[config.mk]
export PLATFORM = sky130hd
export DESIGN_NAME = debug_unit_top
export DESIGN_NICKNAME = d
export VERILOG_FILES = /design/src/common/debug_pkg.sv /design/src/common/word_stream_if.sv /design/src/hw/stage_reg.sv /design/src/control/debug_cmd_ctrl.sv /design/src/control/instr_loader.sv /design/src/dump/dump_sequencer.sv /design/src/dump/word_serializer.sv /design/src/hw/debug_unit_top.sv
export SDC_FILE = /design/constraint.sdc
export NUM_CORES = 1
export LEC_CHECK = 0
export BUFFER_PORTS_ARGS = -buffer_cell sky130_fd_sc_hd__buf_2
export CAP_MARGIN = 15
export CORE_ASPECT_RATIO = 1.4
export CORE_MARGIN = 2
export CORE_UTILIZATION = 40
export DETAILED_ROUTE_END_ITERATION = 10
export PLACE_DENSITY = 0.62
export SLEW_MARGIN = 20
export SYNTH_ARGS = -nofsm -noshare
export SYNTH_HDL_FRONTEND = slang
export SYNTH_SLANG_ARGS = --single-unit
[constraint.sdc]
create_clock -name i_clk -period 3.2 [get_ports i_clk]
set_input_delay 0 -clock i_clk [delete_from_list [all_inputs] [get_ports i_clk]]
set_output_delay 0 -clock i_clk [all_outputs]
set_load 0.005 [all_outputs]
[src/common/debug_pkg.sv]
package debug_pkg;

    localparam int WORD_W         = 32;
    localparam int BYTE_W         = 8;
    localparam int BYTES_PER_WORD = WORD_W / BYTE_W;

    localparam int NUM_REGS       = 32;
    localparam int REG_ADDR_W     = 5;
    localparam int NUM_DMEM_WORDS = 16;
    localparam int DMEM_ADDR_W    = 4;
    localparam int IMEM_ADDR_W    = 8;

    // PC, cycle count, registers, data memory
    localparam int DUMP_WORDS     = 2 + NUM_REGS + NUM_DMEM_WORDS;

    typedef logic [WORD_W-1:0] word_t;
    typedef logic [BYTE_W-1:0] link_byte_t;

    localparam link_byte_t CMD_RUN  = 8'h63;    // 'c'
    localparam link_byte_t CMD_STEP = 8'h73;    // 's'
    localparam link_byte_t CMD_NEXT = 8'h6e;    // 'n'
    localparam link_byte_t CMD_LOAD = 8'h64;    // 'd'

    localparam word_t HALT_WORD = '1;           // End of program marker

    typedef struct packed {
        word_t word;
        logic  last;                            // Final word of a dump
    } dump_word_t;

    typedef enum logic [2:0] {
        IDLE,
        RUN,
        STEP_WAIT,
        STEP_PULSE,
        LOAD,
        DUMP,
        DUMP_WAIT
    } ctrl_state_t;

endpackage

[src/common/word_stream_if.sv]
interface word_stream_if;
    import debug_pkg::*;

    logic  valid;
    logic  ready;
    word_t word;
    logic  last;

    modport source (
        output valid,
        output word,
        output last,
        input  ready
    );

    modport sink (
        input  valid,
        input  word,
        input  last,
        output ready
    );

endinterface

[src/hw/stage_reg.sv]
module stage_reg #(
    parameter type payload_t = logic [7:0]
) (
    input  logic     i_clk,
    input  logic     i_reset,
    input  logic     i_valid,
    output logic     o_ready,
    input  payload_t i_data,
    output logic     o_valid,
    input  logic     i_ready,
    output payload_t o_data
);

    logic     full_q;
    logic     live_q;                       // Low for the first cycle out of reset
    payload_t data_q;

    assign o_ready = live_q && (!full_q || i_ready);
    assign o_valid = full_q;
    assign o_data  = data_q;

    always_ff @(posedge i_clk)
    begin
        if (i_reset)
        begin
            full_q <= 1'b0;
            live_q <= 1'b0;
        end
        else
        begin
            live_q <= 1'b1;
            if (o_ready)
                full_q <= i_valid;          // Refill or drain
        end
    end

    always_ff @(posedge i_clk)
    begin
        if (i_valid && o_ready)
            data_q <= i_data;
    end

endmodule

[src/control/debug_cmd_ctrl.sv]
module debug_cmd_ctrl (
    input  logic                  i_clk,
    input  logic                  i_reset,
    input  logic                  i_byte_valid,
    output logic                  o_byte_ready,
    input  debug_pkg::link_byte_t i_byte,
    input  logic                  i_halt,
    output logic                  o_cpu_run,
    output logic                  o_load_valid,
    output debug_pkg::link_byte_t o_load_byte,
    input  logic                  i_load_done,
    output logic                  o_dump_start,
    input  logic                  i_dump_done
);
    import debug_pkg::*;

    ctrl_state_t state_q;
    logic        step_mode_q;
    logic        halt_seen_q;
    logic        accept;

    always_comb
    begin
        case (state_q)
            IDLE:      o_byte_ready = 1'b1;
            STEP_WAIT: o_byte_ready = !i_halt;          // Halt wins over a pending 'n'
            LOAD:      o_byte_ready = !i_load_done;     // Stop at the end of the program
            default:   o_byte_ready = 1'b0;
        endcase
    end

    assign accept       = i_byte_valid && o_byte_ready;
    assign o_cpu_run    = (state_q == RUN) || (state_q == STEP_PULSE);
    assign o_load_valid = accept && (state_q == LOAD);
    assign o_load_byte  = i_byte;
    assign o_dump_start = (state_q == DUMP);

    always_ff @(posedge i_clk)
    begin
        if (i_reset)
        begin
            state_q     <= IDLE;
            step_mode_q <= 1'b0;
            halt_seen_q <= 1'b0;
        end
        else
        begin
            case (state_q)
                IDLE:
                begin
                    halt_seen_q <= 1'b0;
                    if (accept)
                    begin
                        case (i_byte)
                            CMD_RUN:  state_q <= RUN;
                            CMD_LOAD: state_q <= LOAD;
                            CMD_STEP:
                            begin
                                state_q     <= STEP_WAIT;
                                step_mode_q <= 1'b1;
                            end
                            default:  state_q <= IDLE;  // Unknown byte dropped
                        endcase
                    end
                end
                RUN:
                begin
                    if (i_halt)
                    begin
                        state_q     <= DUMP;
                        halt_seen_q <= 1'b1;
                    end
                end
                STEP_WAIT:
                begin
                    if (i_halt)
                    begin
                        state_q     <= DUMP;
                        halt_seen_q <= 1'b1;
                    end
                    else if (accept && i_byte == CMD_NEXT)
                        state_q <= STEP_PULSE;
                end
                STEP_PULSE:
                begin
                    state_q <= DUMP;                    // Exactly one enabled cycle
                    if (i_halt)
                        halt_seen_q <= 1'b1;
                end
                LOAD:
                begin
                    if (i_load_done)
                        state_q <= IDLE;
                end
                DUMP:
                    state_q <= DUMP_WAIT;
                DUMP_WAIT:
                begin
                    if (i_dump_done)
                    begin
                        if (step_mode_q && !halt_seen_q)
                            state_q <= STEP_WAIT;
                        else
                        begin
                            state_q     <= IDLE;
                            step_mode_q <= 1'b0;
                        end
                    end
                end
                default:
                    state_q <= IDLE;
            endcase
        end
    end

endmodule

[src/control/instr_loader.sv]
module instr_loader (
    input  logic                              i_clk,
    input  logic                              i_reset,
    input  logic                              i_load_valid,
    input  debug_pkg::link_byte_t             i_load_byte,
    output logic                              o_load_done,
    output logic                              o_imem_we,
    output logic [debug_pkg::IMEM_ADDR_W-1:0] o_imem_addr,
    output debug_pkg::word_t                  o_imem_data
);
    import debug_pkg::*;

    logic [$clog2(BYTES_PER_WORD)-1:0] count_q;
    logic [IMEM_ADDR_W-1:0]            addr_q;
    word_t                             word_q;
    word_t                             word_next;

    assign word_next   = {word_q[WORD_W-BYTE_W-1:0], i_load_byte};    // MSB first
    assign o_imem_addr = addr_q;
    assign o_imem_data = word_q;

    always_ff @(posedge i_clk)
    begin
        if (i_load_valid)
            word_q <= word_next;
    end

    always_ff @(posedge i_clk)
    begin
        if (i_reset)
        begin
            count_q     <= '0;
            addr_q      <= '0;
            o_imem_we   <= 1'b0;
            o_load_done <= 1'b0;
        end
        else
        begin
            o_imem_we   <= 1'b0;
            o_load_done <= 1'b0;

            if (i_load_valid)
            begin
                count_q <= count_q + 1'b1;
                if (count_q == BYTES_PER_WORD - 1)
                begin
                    o_imem_we   <= 1'b1;
                    o_load_done <= (word_next == HALT_WORD);
                end
            end

            // Advance after the write, restart at 0 once HALT is stored
            if (o_imem_we)
                addr_q <= (word_q == HALT_WORD) ? '0 : addr_q + IMEM_ADDR_W'(BYTES_PER_WORD);
        end
    end

endmodule

[src/dump/dump_sequencer.sv]
module dump_sequencer (
    input  logic                              i_clk,
    input  logic                              i_reset,
    input  logic                              i_start,
    input  debug_pkg::word_t                  i_pc,
    input  debug_pkg::word_t                  i_cycle_count,
    output logic [debug_pkg::REG_ADDR_W-1:0]  o_reg_addr,
    input  debug_pkg::word_t                  i_reg_data,
    output logic [debug_pkg::DMEM_ADDR_W-1:0] o_dmem_addr,
    input  debug_pkg::word_t                  i_dmem_data,
    word_stream_if.source                     o_words
);
    import debug_pkg::*;

    typedef enum logic [1:0] {PH_PC, PH_CYCLE, PH_REG, PH_DMEM} phase_t;

    phase_t                          phase_q;
    logic                            active_q;
    logic [$clog2(DUMP_WORDS)-1:0]   idx_q;
    logic [REG_ADDR_W-1:0]           reg_addr_q;
    logic [DMEM_ADDR_W-1:0]          dmem_addr_q;
    logic                            take;

    assign take        = o_words.valid && o_words.ready;
    assign o_reg_addr  = reg_addr_q;
    assign o_dmem_addr = dmem_addr_q;

    assign o_words.valid = active_q;
    assign o_words.last  = (idx_q == DUMP_WORDS - 1);

    always_comb
    begin
        case (phase_q)
            PH_PC:    o_words.word = i_pc;
            PH_CYCLE: o_words.word = i_cycle_count;
            PH_REG:   o_words.word = i_reg_data;      // Read data matches reg_addr_q
            default:  o_words.word = i_dmem_data;
        endcase
    end

    always_ff @(posedge i_clk)
    begin
        if (i_reset)
        begin
            active_q    <= 1'b0;
            phase_q     <= PH_PC;
            idx_q       <= '0;
            reg_addr_q  <= '0;
            dmem_addr_q <= '0;
        end
        else if (i_start)
        begin
            active_q    <= 1'b1;
            phase_q     <= PH_PC;
            idx_q       <= '0;
            reg_addr_q  <= '0;
            dmem_addr_q <= '0;
        end
        else if (take)
        begin
            idx_q <= idx_q + 1'b1;
            case (phase_q)
                PH_PC:    phase_q <= PH_CYCLE;
                PH_CYCLE: phase_q <= PH_REG;
                PH_REG:
                begin
                    if (reg_addr_q == REG_ADDR_W'(NUM_REGS - 1))
                        phase_q <= PH_DMEM;
                    else
                        reg_addr_q <= reg_addr_q + 1'b1;
                end
                default:
                begin
                    if (o_words.last)
                        active_q <= 1'b0;
                    else
                        dmem_addr_q <= dmem_addr_q + 1'b1;
                end
            endcase
        end
    end

endmodule

[src/dump/word_serializer.sv]
module word_serializer (
    input  logic                  i_clk,
    input  logic                  i_reset,
    word_stream_if.sink           i_words,
    output logic                  o_tx_valid,
    output debug_pkg::link_byte_t o_tx_data,
    input  logic                  i_tx_ready,
    output logic                  o_dump_done
);
    import debug_pkg::*;

    logic [$clog2(BYTES_PER_WORD)-1:0] cnt_q;
    word_t                             word_q;
    logic                              last_q;
    logic                              busy_q;

    assign i_words.ready = !busy_q;
    assign o_tx_valid    = busy_q;
    assign o_tx_data     = word_q[WORD_W-1-cnt_q*BYTE_W -: BYTE_W];   // MSB first

    always_ff @(posedge i_clk)
    begin
        if (i_words.valid && i_words.ready)
        begin
            word_q <= i_words.word;
            last_q <= i_words.last;
        end
    end

    always_ff @(posedge i_clk)
    begin
        if (i_reset)
        begin
            busy_q      <= 1'b0;
            cnt_q       <= '0;
            o_dump_done <= 1'b0;
        end
        else
        begin
            o_dump_done <= 1'b0;
            if (i_words.valid && i_words.ready)
            begin
                busy_q <= 1'b1;
                cnt_q  <= '0;
            end
            else if (busy_q && i_tx_ready)
            begin
                cnt_q <= cnt_q + 1'b1;
                if (cnt_q == BYTES_PER_WORD - 1)
                begin
                    busy_q      <= 1'b0;
                    o_dump_done <= last_q;
                end
            end
        end
    end

endmodule

[src/hw/debug_unit_top.sv]
module debug_unit_top (
    input  logic                              i_clk,
    input  logic                              i_reset,
    input  logic                              i_rx_valid,
    input  debug_pkg::link_byte_t             i_rx_data,
    output logic                              o_rx_ready,
    output logic                              o_tx_valid,
    output debug_pkg::link_byte_t             o_tx_data,
    input  logic                              i_tx_ready,
    output logic                              o_cpu_run,
    input  logic                              i_halt,
    input  debug_pkg::word_t                  i_pc,
    input  debug_pkg::word_t                  i_cycle_count,
    output logic [debug_pkg::REG_ADDR_W-1:0]  o_reg_addr,
    input  debug_pkg::word_t                  i_reg_data,
    output logic [debug_pkg::DMEM_ADDR_W-1:0] o_dmem_addr,
    input  debug_pkg::word_t                  i_dmem_data,
    output logic                              o_imem_we,
    output logic [debug_pkg::IMEM_ADDR_W-1:0] o_imem_addr,
    output debug_pkg::word_t                  o_imem_data
);
    import debug_pkg::*;

    logic       cmd_valid;
    logic       cmd_ready;
    link_byte_t cmd_byte;
    logic       load_valid;
    link_byte_t load_byte;
    logic       load_done;
    logic       dump_start;
    logic       dump_done;
    dump_word_t seq_word;
    dump_word_t ser_word;

    word_stream_if seq_if ();
    word_stream_if ser_if ();

    stage_reg #(.payload_t(link_byte_t)) u_rx_stage (
        .i_clk   (i_clk),
        .i_reset (i_reset),
        .i_valid (i_rx_valid),
        .o_ready (o_rx_ready),
        .i_data  (i_rx_data),
        .o_valid (cmd_valid),
        .i_ready (cmd_ready),
        .o_data  (cmd_byte)
    );

    debug_cmd_ctrl u_ctrl (
        .i_clk        (i_clk),
        .i_reset      (i_reset),
        .i_byte_valid (cmd_valid),
        .o_byte_ready (cmd_ready),
        .i_byte       (cmd_byte),
        .i_halt       (i_halt),
        .o_cpu_run    (o_cpu_run),
        .o_load_valid (load_valid),
        .o_load_byte  (load_byte),
        .i_load_done  (load_done),
        .o_dump_start (dump_start),
        .i_dump_done  (dump_done)
    );

    instr_loader u_loader (
        .i_clk        (i_clk),
        .i_reset      (i_reset),
        .i_load_valid (load_valid),
        .i_load_byte  (load_byte),
        .o_load_done  (load_done),
        .o_imem_we    (o_imem_we),
        .o_imem_addr  (o_imem_addr),
        .o_imem_data  (o_imem_data)
    );

    dump_sequencer u_seq (
        .i_clk         (i_clk),
        .i_reset       (i_reset),
        .i_start       (dump_start),
        .i_pc          (i_pc),
        .i_cycle_count (i_cycle_count),
        .o_reg_addr    (o_reg_addr),
        .i_reg_data    (i_reg_data),
        .o_dmem_addr   (o_dmem_addr),
        .i_dmem_data   (i_dmem_data),
        .o_words       (seq_if.source)
    );

    // Word stage between the stream interfaces
    assign seq_word.word = seq_if.word;
    assign seq_word.last = seq_if.last;
    assign ser_if.word   = ser_word.word;
    assign ser_if.last   = ser_word.last;

    stage_reg #(.payload_t(dump_word_t)) u_word_stage (
        .i_clk   (i_clk),
        .i_reset (i_reset),
        .i_valid (seq_if.valid),
        .o_ready (seq_if.ready),
        .i_data  (seq_word),
        .o_valid (ser_if.valid),
        .i_ready (ser_if.ready),
        .o_data  (ser_word)
    );

    word_serializer u_ser (
        .i_clk       (i_clk),
        .i_reset     (i_reset),
        .i_words     (ser_if.sink),
        .o_tx_valid  (o_tx_valid),
        .o_tx_data   (o_tx_data),
        .i_tx_ready  (i_tx_ready),
        .o_dump_done (dump_done)
    );

endmodule

==> key figures <==
Power
  – Clock power frac: 43.8%
  – Switching pwr: 0.001019 W
  – Combinational share of power: 8.2%
  – Max IR drop VDD: 0.0003185 V
  – Internal Power: 0.003349 W
  – P per Cell Area: 494.1 nW/µm²
  – P_leak: 3.542 nW
  – Sequential power share: 48.0%
  – Switching Fraction: 23.33%
  – PnR Total Power: 0.004368 W

GRT
  – Largest net degree at the start of global routing: 39
  – GR Overflow Total: 0
  – Total Routing Usage GR: 18.68%
  – Initial antenna violation count: 0
  – First-pass GRT wire length: 25,360 µm
  – Vias in the first global route: 5,166

STA
  – Slew HR: 39.45%
  – RSZ-0062 raised after global routing: no
  – Tcrit/Tclk final: 73.68%
  – Count of final setup violators: 0
  – Hold Fails Final Rpt: 0
  – Worst Skew: 7.691 ps
  – Setup_tns: 0 ps
  – Crit path time final: 2358 ps
  – Slew of the pin with the lowest slew margin: 906.3 ps
  – Fin. max-slew vios: 0
  – Fmax: 424.1 MHz

Critical path
  – Reg2reg path depth: 6
  – Critical path origin: u_seq.phase_q[0]
  – Critical Path Start Type: flip-flop
  – R2R Setup Slk: 840 ps
  – CP Max Fanout: 32
  – Reg-to-reg endpoint: u_word_stage.o_data[19]
  – CP Class: flip-flop to flip-flop
  – CP Data Required Time: 3360 ps
  – CP arrival: 2520 ps
  – Reg2reg start: u_seq.phase_q[0]
  – CP Capture Type: flip-flop

Clocking
  – Clk buf depth: 2
  – H-tree depth: 4
  – Sink Count: 146
  – Root Buffer: clkbuf_16
  – CTS tree: done
  – Worst-path clk slew: 60 ps
  – Num CTS Buffers: 17
  – Resized cells post-CTS: 0
  – Skew-Pair Late Insertion Delay: 410 ps

Finish
  – Commonest non-fill, non-tap cell in the layout: buf_2
  – Final instance area: 8841 µm²
  – Most frequent cells in the layout: buf_2 (199), edfxtp_1 (106), dlygate4sd3_1 (75), inv_1 (40), dfxtp_1 (40)
  – Ant. Diodes: 0
  – Nets@finish: 900
  – Area grow syn2layout: 39.18%
  – Fraction of layout cells with a size suffix above 1: 34.21%

Hold path
  – Hold path startpoint: i_pc[5]
  – Hold path cells: 3
  – WHS Endpoint: u_word_stage.o_data[6]
  – Hold/Removal Path Class: primary input to flip-flop

Yosys
  – Yosys reg bits: 146
  – Number of flops mapped to enable cells by yosys: 106
  – Post-synth top flop: edfxtp_1
  – Synth Area in Compound Gates: 10.06%
  – Async S/R FF share, synth: 0%
  – Post-Synth XOR/XNOR Area: 1.517%
  – Post-Syn Area per Cell: 13.37 µm²
  – Multiplexer area fraction after synthesis: 8.824%
  – Gate Count Post-Synth: 475
  – Synth Area in Simple Gates: 9.829%
  – Main combinational cell family by area after synthesis: compound AO/OA/AOI/OAI gates
  – Post-synthesis adder-cell area fraction: 2.364%
  – Distinct cells, synth: 57
  – Post-synthesis cell area: 6352 µm²
  – Post-synthesis sequential area ratio: 62.71%
  – Synth Warn #: 0

Die
  – Initial Util: 40.88%
  – Ports: 202
  – Die width: 110.5 µm
  – Die Y: 153.1 µm
  – # rows: 54
  – Die area: 16,920 µm²
  – Core area: 15,540 µm²

Route
  – Post-route ant nets: 0
  – Routed WL: 15,860 µm
  – Vias post-DR: 5,043
  – Via density: 5.275
  – Initial DRC Count: 440
  – Post-DR wirelength/cell: 16.59 µm
  – 1st-pass router iterations: 8
  – DRC: 0

Status
  – Status: finished clean

Run
  – Max Cap Violations: 0

Place
  – Placer congestion estimate: 0.8359
  – Post-DP Area: 7516 µm²
  – Port Buf Inserts: 199
  – Post-DP HPWL: 11,000 µm
## cell usage after synthesis (2+ instances only)
cell type,number,area [µm²]
nand4_1,15,93.84
xnor2_1,4,35.03
nor2_1,24,90.09
nor2b_1,4,25.02
and3_1,6,37.54
nand2_2,2,12.51
edfxtp_1,106,3183
mux2i_1,38,380.4
nand2b_1,3,18.77
o211a_1,2,20.02
inv_2,2,7.510
a211oi_1,6,45.04
ha_1,12,150.1
buf_6,2,22.52
nor3b_1,2,15.01
nand2_1,13,48.80
a21oi_1,21,105.1
xor2_1,7,61.31
or3_1,3,18.77
or4_4,2,22.52
o21ai_0,8,40.04
inv_1,40,150.1
buf_4,4,30.03
o31ai_1,2,15.01
nor4_1,4,25.02
mux4_2,8,180.2
nand3_1,12,60.06
and2_1,2,12.51
clkbuf_1,16,60.06
o211ai_1,2,15.01
nor3_1,3,15.01
dfxtp_1,40,800.8
a222oi_1,32,320.3
or4_1,2,15.01
buf_2,4,20.02
## through the flow
| step | util [%] | hold WS [ps] | instances | setup slack (ps) |
|---|---|---|---|---|
| floorplan | - | 98.87 | 476 | 801.9 |
| global placement | 48.35 | 176.7 | 849 | 1151 |
| detailed placement | 48.37 | 178.8 | 849 | 1249 |
| CTS | 56.89 | 18.00 | 956 | 937.9 |
| global route | 56.89 | 22.06 | 956 | 741.2 |
| finish | 56.89 | 23.44 | 956 | 842.3 |
## sequential cells by signal, indices dropped and copies added (netlist names)
signal	cells
u_rx_stage.o_valid	1
u_word_stage.o_data	33
u_word_stage.o_valid	1
u_loader.o_imem_addr	6
u_loader.o_imem_data	32
u_loader.count_q	2
u_rx_stage.o_data	8
u_ser.word_q	32
u_seq.o_dmem_addr	4
u_loader.o_imem_we	1
u_ser.last_q	1
u_ctrl.state_q	3
u_seq.phase_q	2
u_ser.o_dump_done	1
u_seq.idx_q	6
u_loader.o_load_done	1
u_ser.o_tx_valid	1
u_word_stage.live_q	1
u_ser.cnt_q	2
u_ctrl.halt_seen_q	1
u_seq.o_reg_addr	5
u_ctrl.step_mode_q	1
u_seq.o_words.valid	1
## cell type report
cell class	instances	area (µm²)
well taps	196	245.2
flip-flops and latches	146	3984
fillers	1314	6699
clock inverters	15	148.9
inverters	42	157.7
multi-input cells	261	2096
clock buffers	17	425.4
repair buffers	279	1784
## power by group through the flow
stage | registers (W) | clock network (W) | logic [W]
final | 0.00210 | 0.00191 | 0.000358
after global routing | 0.00210 | 0.00204 | 0.000394
after CTS | 0.00210 | 0.00196 | 0.000355
after detailed placement | 0.00214 | 0 | 0.000284
after global placement | 0.00214 | 0 | 0.000278
after floorplan | 0.00211 | 0 | 0.000183
## layer usage
layer | routed length (µm) | share of wire [%] | up-vias | GRT usage, %
li1 | - | - | 2396 | -
met1 | 5917 | 37 | 2424 | 20.55
met2 | 8729 | 55 | 196 | 34.71
met3 | 903 | 5.7 | 27 | 4.084
met4 | 312 | 2.0 | 0 | 7.500
met5 | 0 | 0 | - | 0
## worst max-delay path, stage by stage, from the launching register on
cell and delay [ps]:
dfxtp_1 390, inv_1 90, ha_1 230, buf_4 250, a222oi_1 430, mux2i_1 140, dlygate4sd3_1 570
## logic make-up after synthesis
kind of cell	Yosys count
DFF	146
AOI/OAI and AO/OA	82
muxes	46
and+or+nand+nor	108
other	1
xor gates and xnor gates	11
buffers and inverters	69
adders and majority gates	12
## worst max path at each step
stage,endpoint,cells after the start
floorplan,u_ser.last_q,2
global placement,u_word_stage.o_data[23],4
detailed placement,u_seq.o_reg_addr[3],7
CTS,u_word_stage.o_data[2],6
global route,u_word_stage.o_data[27],6
finish,u_word_stage.o_data[19],6
## what timing repair did
item | in CTS | in global routing
hold buffers | 75 | 0
endpoints found under the hold margin | 48 | 0
setup buffers | 0 | 0
(Power assumes the default switching activity.)
